==> config.mk <==
export PLATFORM = sky130hd
export DESIGN_NAME = quadc_top
export DESIGN_NICKNAME = d
export VERILOG_FILES = /design/src/rtl/quadc_pkg.sv /design/src/rtl/quadc_decode.sv /design/src/rtl/quadc_execute.sv /design/src/rtl/quadc_result.sv /design/src/rtl/quadc_top.sv
export SDC_FILE = /design/constraint.sdc
export NUM_CORES = 1
export LEC_CHECK = 0
export BUFFER_PORTS_ARGS = -buffer_cell sky130_fd_sc_hd__buf_2
export CORE_MARGIN = 2
export CORE_UTILIZATION = 55
export DETAILED_ROUTE_END_ITERATION = 6
export GPL_TIMING_DRIVEN = 0
export PLACE_DENSITY = 0.72
export SYNTH_ARGS = -nofsm -noshare
export SYNTH_HDL_FRONTEND = slang
export SYNTH_SLANG_ARGS = --single-unit
==> constraint.sdc <==
create_clock -name adc0_clk -period 5.5 [get_ports adc0_clk]
set_input_delay 0.55 -clock adc0_clk [delete_from_list [all_inputs] [get_ports adc0_clk]]
set_output_delay 0.55 -clock adc0_clk [all_outputs]
set_load 0.05 [all_outputs]
==> src/rtl/quadc_pkg.sv <==
package quadc_pkg;

    // ==================================================
    // Sample geometry
    // ==================================================

    localparam int sample_width = 8;                            // Bits per ADC channel
    localparam int num_channels = 4;
    localparam int word_width   = sample_width * num_channels;  // Channel 0 in top byte
    localparam int sum_width    = 10;                           // Range -512 .. +508

    // ==================================================
    // Host mode and execute operations
    // ==================================================

    typedef enum logic [1:0] {
        mode_raw      = 2'd0,
        mode_twos     = 2'd1,
        mode_sum      = 2'd2,
        mode_reserved = 2'd3                                    // Treated as raw
    } mode_t;

    typedef enum logic [1:0] {
        op_raw  = 2'd0,                                         // Word passes unchanged
        op_twos = 2'd1,                                         // Offset binary to signed
        op_sum  = 2'd2                                          // Signed sum of all lanes
    } op_t;

    // ==================================================
    // Frame lock
    // ==================================================

    typedef enum logic {
        st_hunt   = 1'b0,                                       // Waiting for sync edge
        st_locked = 1'b1
    } lock_state_t;

endpackage

==> src/rtl/quadc_decode.sv <==
`timescale 1ns/1ns

module quadc_decode (
    input  logic                               adc0_clk,
    input  logic                               reset,
    input  logic                               enable,
    input  quadc_pkg::mode_t                   mode,
    input  logic [quadc_pkg::sample_width-1:0] adc0_data,
    input  logic [quadc_pkg::sample_width-1:0] adc1_data,
    input  logic [quadc_pkg::sample_width-1:0] adc2_data,
    input  logic [quadc_pkg::sample_width-1:0] adc3_data,
    input  logic                               sync_in,
    output logic                               dec_valid,
    output quadc_pkg::op_t                     dec_op,
    output logic [quadc_pkg::word_width-1:0]   dec_word,
    output logic                               dec_frame
);

    import quadc_pkg::*;

    logic [word_width-1:0] cap_word;
    logic                  cap_sync;
    logic                  cap_sync_prev;
    logic                  cap_en;
    mode_t                 cap_mode;

    lock_state_t           state;
    logic                  sync_edge;
    logic                  emit;
    op_t                   op_next;

    // ==================================================
    // Input capture
    // ==================================================

    always_ff @(posedge adc0_clk) begin
        cap_word <= {adc0_data, adc1_data, adc2_data, adc3_data};  // Channel 0 in top byte
        cap_mode <= mode;
        if (reset) begin
            cap_sync      <= 1'b0;
            cap_sync_prev <= 1'b0;
            cap_en        <= 1'b0;
        end else begin
            cap_sync      <= sync_in;
            cap_sync_prev <= cap_sync;                  // Previous captured sync
            cap_en        <= enable;
        end
    end

    assign sync_edge = cap_sync & ~cap_sync_prev;

    // Locked sets always go out, in hunt only the sync set does
    assign emit = cap_en & ((state == st_locked) | sync_edge);

    // ==================================================
    // Frame lock FSM
    // ==================================================

    always_ff @(posedge adc0_clk) begin
        if (reset) begin
            state     <= st_hunt;
            dec_valid <= 1'b0;
            dec_frame <= 1'b0;
        end else begin
            dec_valid <= emit;
            dec_frame <= emit & sync_edge;
            case (state)
                st_hunt: begin
                    if (cap_en && sync_edge)
                        state <= st_locked;
                end
                st_locked: begin
                    if (!cap_en)
                        state <= st_hunt;               // Lock lost on enable low
                end
                default: state <= st_hunt;
            endcase
        end
    end

    // Mode to opcode
    always_comb begin
        case (cap_mode)
            mode_twos: op_next = op_twos;
            mode_sum:  op_next = op_sum;
            default:   op_next = op_raw;                // Raw and reserved
        endcase
    end

    always_ff @(posedge adc0_clk) begin
        if (emit) begin
            dec_word <= cap_word;
            dec_op   <= op_next;
        end
    end

    // A frame flag only rides on an emitted set
    assert property (@(posedge adc0_clk) disable iff (reset)
        dec_frame |-> dec_valid);

    // Output resumes after a gap only through a new sync edge
    assert property (@(posedge adc0_clk) disable iff (reset)
        $rose(dec_valid) |-> dec_frame);

endmodule

==> src/rtl/quadc_execute.sv <==
`timescale 1ns/1ns

module quadc_execute (
    input  logic                             adc0_clk,
    input  logic                             reset,
    input  logic                             dec_valid,
    input  quadc_pkg::op_t                   dec_op,
    input  logic [quadc_pkg::word_width-1:0] dec_word,
    input  logic                             dec_frame,
    output logic                             exe_valid,
    output logic [quadc_pkg::word_width-1:0] exe_word,
    output logic                             exe_frame
);

    import quadc_pkg::*;

    // Top bit of every byte set
    localparam logic [word_width-1:0] sign_flip =
        {num_channels{1'b1, {(sample_width-1){1'b0}}}};

    logic [word_width-1:0]       twos_word;
    logic signed [sum_width-1:0] lane_sum;
    logic [word_width-1:0]       sum_word;
    logic [word_width-1:0]       result_word;

    // ==================================================
    // Transforms
    // ==================================================

    assign twos_word = dec_word ^ sign_flip;            // Offset binary to two's complement

    always_comb begin
        logic signed [sample_width-1:0] lane;

        lane_sum = '0;
        for (int ch = 0; ch < num_channels; ch++) begin
            lane     = twos_word[ch*sample_width +: sample_width];
            lane_sum = lane_sum + lane;                 // Lane sign extends here
        end
    end

    assign sum_word = {{(word_width-sum_width){lane_sum[sum_width-1]}}, lane_sum};

    always_comb begin
        case (dec_op)
            op_twos: result_word = twos_word;
            op_sum:  result_word = sum_word;
            default: result_word = dec_word;
        endcase
    end

    // ==================================================
    // Output register
    // ==================================================

    always_ff @(posedge adc0_clk) begin
        if (reset) begin
            exe_valid <= 1'b0;
            exe_frame <= 1'b0;
        end else begin
            exe_valid <= dec_valid;
            exe_frame <= dec_frame;
        end
    end

    always_ff @(posedge adc0_clk) begin
        if (dec_valid)
            exe_word <= result_word;
    end

    // Decode never hands over an opcode outside the enum
    assert property (@(posedge adc0_clk) disable iff (reset)
        dec_valid |-> !$isunknown(dec_op) && (dec_op inside {op_raw, op_twos, op_sum}));

endmodule

==> src/rtl/quadc_result.sv <==
`timescale 1ns/1ns

module quadc_result #(
    parameter int fifo_depth = 16
) (
    input  logic                             adc0_clk,
    input  logic                             reset,
    input  logic                             exe_valid,
    input  logic [quadc_pkg::word_width-1:0] exe_word,
    input  logic                             exe_frame,
    input  logic                             rd_en,
    output logic [quadc_pkg::word_width-1:0] sample_word,
    output logic                             frame_start,
    output logic                             valid,
    output logic                             empty,
    output logic                             overflow
);

    import quadc_pkg::*;

    localparam int                addr_width = $clog2(fifo_depth);
    localparam logic [addr_width:0] full_count = (addr_width + 1)'(fifo_depth);

    logic [word_width:0]   mem [fifo_depth];            // Word with frame flag in bit 0
    logic [addr_width-1:0] wr_ptr;
    logic [addr_width-1:0] rd_ptr;
    logic [addr_width:0]   count;
    logic                  full;
    logic                  do_write;
    logic                  do_read;

    assign full     = (count == full_count);
    assign empty    = (count == '0);
    assign do_write = exe_valid & ~full;                // Dropped when full
    assign do_read  = rd_en & ~empty;

    // ==================================================
    // Storage and pointers
    // ==================================================

    always_ff @(posedge adc0_clk) begin
        if (do_write)
            mem[wr_ptr] <= {exe_word, exe_frame};
    end

    always_ff @(posedge adc0_clk) begin
        if (reset) begin
            wr_ptr <= '0;
            rd_ptr <= '0;
            count  <= '0;
        end else begin
            if (do_write)
                wr_ptr <= wr_ptr + 1'b1;                // Wraps at power of two
            if (do_read)
                rd_ptr <= rd_ptr + 1'b1;
            case ({do_write, do_read})
                2'b10:   count <= count + 1'b1;
                2'b01:   count <= count - 1'b1;
                default: count <= count;                // Both or neither
            endcase
        end
    end

    // ==================================================
    // Host read side and status
    // ==================================================

    always_ff @(posedge adc0_clk) begin
        if (reset) begin
            valid    <= 1'b0;
            overflow <= 1'b0;
        end else begin
            valid <= do_read;                           // One cycle per pop
            if (exe_valid && full)
                overflow <= 1'b1;                       // Sticks until reset
        end
    end

    always_ff @(posedge adc0_clk) begin
        if (do_read)
            {sample_word, frame_start} <= mem[rd_ptr];
    end

    assert property (@(posedge adc0_clk) disable iff (reset)
        count <= full_count);

    // A pop is only ever taken from a filled buffer
    assert property (@(posedge adc0_clk) disable iff (reset)
        valid |-> !$past(empty));

endmodule

==> src/rtl/quadc_top.sv <==
`timescale 1ns/1ns

module quadc_top #(
    parameter int fifo_depth = 16
) (
    input  logic                               adc0_clk,
    input  logic                               reset,
    input  logic [quadc_pkg::sample_width-1:0] adc0_data,
    input  logic [quadc_pkg::sample_width-1:0] adc1_data,
    input  logic [quadc_pkg::sample_width-1:0] adc2_data,
    input  logic [quadc_pkg::sample_width-1:0] adc3_data,
    input  logic                               sync_in,
    input  logic                               enable,
    input  quadc_pkg::mode_t                   mode,
    input  logic                               rd_en,
    output logic [quadc_pkg::word_width-1:0]   sample_word,
    output logic                               frame_start,
    output logic                               valid,
    output logic                               empty,
    output logic                               overflow
);

    import quadc_pkg::*;

    logic                  dec_valid;
    op_t                   dec_op;
    logic [word_width-1:0] dec_word;
    logic                  dec_frame;

    logic                  exe_valid;
    logic [word_width-1:0] exe_word;
    logic                  exe_frame;

    // ==================================================
    // Capture path
    // ==================================================

    quadc_decode quadc_decode_inst (
        .adc0_clk  (adc0_clk),
        .reset     (reset),
        .enable    (enable),
        .mode      (mode),
        .adc0_data (adc0_data),
        .adc1_data (adc1_data),
        .adc2_data (adc2_data),
        .adc3_data (adc3_data),
        .sync_in   (sync_in),
        .dec_valid (dec_valid),
        .dec_op    (dec_op),
        .dec_word  (dec_word),
        .dec_frame (dec_frame)
    );

    quadc_execute quadc_execute_inst (
        .adc0_clk  (adc0_clk),
        .reset     (reset),
        .dec_valid (dec_valid),
        .dec_op    (dec_op),
        .dec_word  (dec_word),
        .dec_frame (dec_frame),
        .exe_valid (exe_valid),
        .exe_word  (exe_word),
        .exe_frame (exe_frame)
    );

    quadc_result #(
        .fifo_depth (fifo_depth)
    ) quadc_result_inst (
        .adc0_clk    (adc0_clk),
        .reset       (reset),
        .exe_valid   (exe_valid),
        .exe_word    (exe_word),
        .exe_frame   (exe_frame),
        .rd_en       (rd_en),
        .sample_word (sample_word),
        .frame_start (frame_start),
        .valid       (valid),
        .empty       (empty),
        .overflow    (overflow)
    );

endmodule

# == Word-level counts from Yosys, hierarchy flattened ==
# Memories as Yosys holds them, arrays and structs flattened. A register that Yosys moved wholly into a read port is not among the register bits.
# Index checks and enable logic that the tools add are counted.
# classes
n_addsub,7
eq_ne,7
n_mux,8
bitwise_logic,11
n_reduce_logical,4
# ops
cell,n
$pmux 32 s2,1
$add 10x8->10,1
$add 9x8->10,1
$pmux 5 s2,1
$add 8x8->9,1
$add 4x1->4 const B,2
$eq 2x1->1 const B,3
$eq 2x2->1 const B,3
$add 5x1->5 const B,1
$and 1x1->1,5
$eq 5x5->1 const B,1
$logic_not 5->1,1
$sub 5x1->5 const B,1
$mux 1,4
$not 1->1,4
$not 4->4,1
$pmux 2 s2,1
$logic_and 1x1->1,2
$pmux 1 s2,1
$reduce_bool 2->1,1
$or 1x1->1,1
# totals
regBits,123
ram_bits,528
out_inout_bits,36
wordCells,56
mem_count,1
# mem_list
memory,depth,width,rd,rd_ports_with_merged_regs,write_ports,line_no,text
quadc_result_inst.mem,16,33,1,1,1,quadc_result.sv:24,logic [word_width:0] mem [fifo_depth];

# == Longest topological paths before layout ==
# logic_depth
depth_word,5
mapped_depth,13
mapped_depth_nobuf,12

# == By module ==
# Synthesis repeated with hierarchy kept, for this count alone.
# unflattened
hier_cells,1234
area_unflattened_um2,25809.8
# by_module_without_submodules
mod,instances,cells_per_inst,area_per_inst_um2,seq_area_each_um2
quadc_result,1,959,21654.5,17146.4
quadc_execute,1,189,2245.9,1001.0
quadc_decode,1,86,1909.3,1821.7

# == Worst setup path after synthesis ==
# Ideal clock, no wire load.
# synth_timing
kind,reg2reg
start,register quadc_result_inst.count[0]
end,memory quadc_result_inst.mem[3][0] (netlist name) (enable)
setup_ps,464
t_arrival_ps,3399
t_required_ps,5036
setup_slack_ps,1637
path_stages_with_launch,5
synth_period_minus_slack_ps,3863
cell_sequence,dfxtp_1 nor4_1 a21boi_1 nand2_1 nor3_1
# synth_via
elab_chain_len,5
# synth_rtl
item,line_no,text
"start, declared",quadc_result.sv:27,logic [addr_width:0] count;
"start signal, assigned",quadc_result.sv:57,2'b10: count <= count + 1'b1;
"start signal, assigned",quadc_result.sv:58,2'b01: count <= count - 1'b1;
"start signal, assigned",quadc_result.sv:59,default: count <= count;
$eq 5x5->1,quadc_result.sv:32,assign full = (count == full_count);
$not 1->1,quadc_result.sv:34,assign do_write = exe_valid & ~full;
$and 1x1->1,quadc_result.sv:34,
$mux 1,quadc_result.sv:42,if (do_write)
$mux 1 (not written as such),quadc_result.sv:43,"mem[wr_ptr] <= {exe_word, exe_frame};"
"end, declared",quadc_result.sv:24,
# Every way passes these cells.

# == Final worst setup path ==
# layout_timing
start,register quadc_decode_inst.dec_word[1] (netlist name)
end,"register quadc_execute_inst.exe_word[9] (netlist name), data pin"
# layout_via
elab_chain_len,4
# layout_rtl
item,line_no,text
"start, declared",quadc_decode.sv:15,"output logic [quadc_pkg::word_width-1:0] dec_word,"
"start signal, assigned",quadc_decode.sv:92,dec_word <= cap_word;
$add 8x8->9,quadc_execute.sv:38,lane_sum = lane_sum + lane;
$add 9x8->10,quadc_execute.sv:38,
$add 10x8->10,quadc_execute.sv:38,
$pmux 32 s2,quadc_execute.sv:45,case (dec_op)
named net quadc_execute_inst.result_word[9],quadc_execute.sv:24,logic [word_width-1:0] result_word;
"end signal, assigned",quadc_execute.sv:68,exe_word <= result_word;
"end, declared",quadc_execute.sv:11,"output logic [quadc_pkg::word_width-1:0] exe_word,"
# The timed path passes the listed nets, and every way through them passes these cells.
# A chain may end at the register's enable or synchronous reset.

==> qor.txt <==
Core Area: 46360 µm²
Sequential Area: 19970 µm²
Root Driver: clkbuf_16
Clock power frac: 42.8%
post-route ant nets: 0
fmax: 258.4 MHz
number of top-level pins: 75
area grow syn2layout: 15.18%
CP peak stage delay: 0.56 ns
HP Class: input port to flop
drt drc: 0
Worst setup SP type: flop
vias in the first global route: 12080
depth of the most critical reg-to-reg path: 13
ranking of synthesized cells by area: edfxtp_1 (73%), mux4_2 (14%), dfxtp_1 (4.4%)
layout net count: 1399
RR Startpoint: quadc_decode_inst.dec_word[1]
final setup vio count: 0
Netlist cell types: 41
width of the die: 220.3 µm
area leader, netlist: edfxtp_1
part of the Yosys area used for sequential elements: 77.62%
via density per instance: 5.965
most numerous cell in the Yosys netlist: edfxtp_1
clk buf depth: 3
Post-Syn Nets: 1226
Flop pwr share: 55.0%
# port buffers: 74
RePlAce Congestion: 0.8133
die area: 48520 µm²
Multi-input gate area: 5418 µm²
net switching power: 2.003 mW
Initial Util: 55.49%
Leakage: 9.670 nW
Worst slew margin: 25.09%
first-pass GRT wire length: 76850 µm
Detailed Place HPWL: 33390 µm
Total Routed Length: 52690 µm
Post-synth top cells: edfxtp_1 (627), mux4_2 (165), dfxtp_1 (57)
Reg2Reg Setup Slack: 1.63 ns
Cell Chain, Critical Path: inv_1 > fa_1 > fa_1 > inv_1 > ha_1 > inv_1 > fa_1 > nand2b_1 > a211oi_1 > o41ai_1 > mux2i_1 > buf_2 > a21o_1
H-tree Lvls: 3
Initial DRC Count: 1141
post-route minimum period: 3.870 ns
Slew Limit Fails: 0
RR Endpoint: quadc_execute_inst.exe_word[9]
Post-synth EDFFs: 627
quantity of gates resized following cts: 0
clk_lat worst skew: 0.60 ns
drt wl/cell: 26.57 µm
Crit. End Element: flop
Min-Delay Startpoint: adc3_data[3]
Sink Count: 684
Reg clk slew, reported paths: 0.06 ns
sw frac: 19.42%
slowest stage cell, crit path: fa_1
Critical Path RT: 5.93 ns
Clock Skew: 0.02164 ns
Final Cell Area: 29630 µm²
crit path launch: quadc_decode_inst.dec_word[1]
Comb pwr share: 2.2%
die height: 220.3 µm
RSZ-0062 raised after global routing: no
slew of the pin with the lowest slew margin: 1.124 ns
share of cells above drive strength 1: 29.45%
drt pass-1 iters: 7
Fill cells: 2982
Pint: 8.309 mW
area share of the largest cell type after synthesis: 73.19%
status: finished, final reports clean
TritonCTS Buffers: 68
Post-DP Area: 27480 µm²
Max FO, Critical Path: 10
Yosys warning count: 0
Cell Area, Synth: 25730 µm²
Post-CTS Hold Buffers: 0
Tcrit/Tclk final: 70.37%
Top FF cell, synth: edfxtp_1
cell count after synthesis: 1149
Setup CP Type: flop to flop
grt total ovfl: 0
Avg Cell Area, Syn: 22.39 µm²
CP arrival: 4.30 ns
final hold vios: 0
Synth async-reset ratio: 0%
initial antenna violation count: 4
final hold slack: 0.05892 ns
number of placement rows: 79
Hold Path Stages: 1
Yosys reg bits: 684
max-cap violations: 0
post-CTS setup buffers: 0
PwrDens: 348.0 nW/µm²
largest net degree at the start of global routing: 37
hold endpoint: quadc_decode_inst.cap_word[3]
Max VDD drop: 0.0002505 V
total track usage: 22.65%
vias: 11830
CTS tree: done
-- area by class of cell --
cell class,count,area share (%)
sequential,684,67.40
multi-input combinational,365,18.28
clock buffer,97,6.528
timing repair buffer,103,2.977
tap,607,2.563
buffer,50,0.8910
clock inverter,26,0.7178
inverter,50,0.6334
antenna,1,0.008445
-- routing by layer --
metal | up-vias | part of all wire [%] | global-route usage (%)
met5 | - | 0.063 | 0
met4 | 4 | 3.1 | 7.897
met3 | 110 | 8.4 | 4.784
met2 | 515 | 50 | 36.91
met1 | 6172 | 39 | 30.87
li1 | 5027 | - | -
-- kinds of logic after synthesis --
family / count (synthesis) / synth area share [%]
compound gates: 59 / 1.581
buf+inv: 100 / 1.751
flops: 684 / 77.62
xor+xnor: 13 / 0.4426
mux: 169 / 14.61
simple gates: 86 / 1.624
fa+ha+maj: 38 / 2.373
-- per-stage QoR --
step,utilization [%],TNS (ns),instances,power [mW],worst slack (ns)
2_1_floorplan,-,0,1149,5.935,1.637
5_1_grt,63.91,0,1982,10.60,1.308
6_report,63.92,0,1983,10.31,1.630
3_5_place_dp,59.28,0,1859,6.010,1.687
4_1_cts,63.91,0,1982,10.38,1.640
3_3_place_gp,57.93,-187.97,1830,6.002,-1.493
-- power by group through the flow --
stage	logic, mW	registers, mW	clock network, mW
global placement	0.220	5.78	0
global route	0.247	5.67	4.68
detailed placement	0.226	5.78	0
floorplan	0.146	5.79	0
finish	0.225	5.67	4.41
CTS	0.228	5.67	4.48
-- how the worst max path moves through the flow --
stage / to / depth (start not counted) / slack [ns]
after floorplan: quadc_result_inst.mem[3][0] / 4 / 1.64
after global placement: quadc_result_inst.mem[3][13] / 4 / -1.49
after detailed placement: quadc_execute_inst.exe_word[13] / 13 / 1.69
after CTS: quadc_execute_inst.exe_word[13] / 13 / 1.64
after global routing: quadc_execute_inst.exe_word[10] / 13 / 1.31
final: quadc_execute_inst.exe_word[9] / 13 / 1.63
-- worst max-delay path, delay by kind of cell (launching register included) --
kind | cells | cell delay [ns]
fa+ha+maj | 4 | 1.58
compound gates | 3 | 0.69
buf+inv | 4 | 0.51
mux | 1 | 0.34
flops | 1 | 0.37
simple gates | 1 | 0.20
-- layout by cell type (no fill, tap or decap), types with 2 or more instances in the layout --
| master | n |
|---|---|
| a21oi_1 | 7 |
| dfxtp_1 | 56 |
| clkbuf_8 | 6 |
| clkinv_2 | 7 |
| clkinv_1 | 7 |
| clkbuf_1 | 43 |
| buf_2 | 86 |
| clkinv_4 | 2 |
| nand2b_1 | 8 |
| inv_1 | 50 |
| buf_6 | 17 |
| o21ai_0 | 11 |
| nor2_1 | 22 |
| xor2_1 | 9 |
| a211oi_1 | 4 |
| xnor2_1 | 4 |
| mux4_2 | 165 |
| clkinvlp_4 | 3 |
| fa_1 | 18 |
| inv_6 | 4 |
| nand4_1 | 2 |
| a211o_1 | 3 |
| mux2i_1 | 3 |
| ha_1 | 20 |
| buf_8 | 6 |
| a22o_1 | 2 |
| clkbuf_16 | 71 |
| bufinv_16 | 2 |
| nor3_2 | 4 |
| edfxtp_1 | 627 |
| nor2b_1 | 15 |
| buf_16 | 7 |
| nor2_4 | 12 |
| nand2_1 | 14 |
| buf_12 | 6 |
| buf_1 | 6 |
| a31oi_1 | 2 |
| a21o_1 | 23 |
-- state kept, by name, summed over array words and instances (netlist names), 2 cells and up --
signal and count:
quadc_result_inst.mem 528, quadc_result_inst.rd_ptr 4, quadc_result_inst.wr_ptr 4, quadc_decode_inst.cap_mode 2
quadc_decode_inst.dec_word 32, quadc_execute_inst.exe_word 32, quadc_decode_inst.cap_word 32, quadc_result_inst.count 5
quadc_result_inst.sample_word 32, quadc_decode_inst.dec_op 2
No activity file was read; power rests on OpenSTA's default activity.
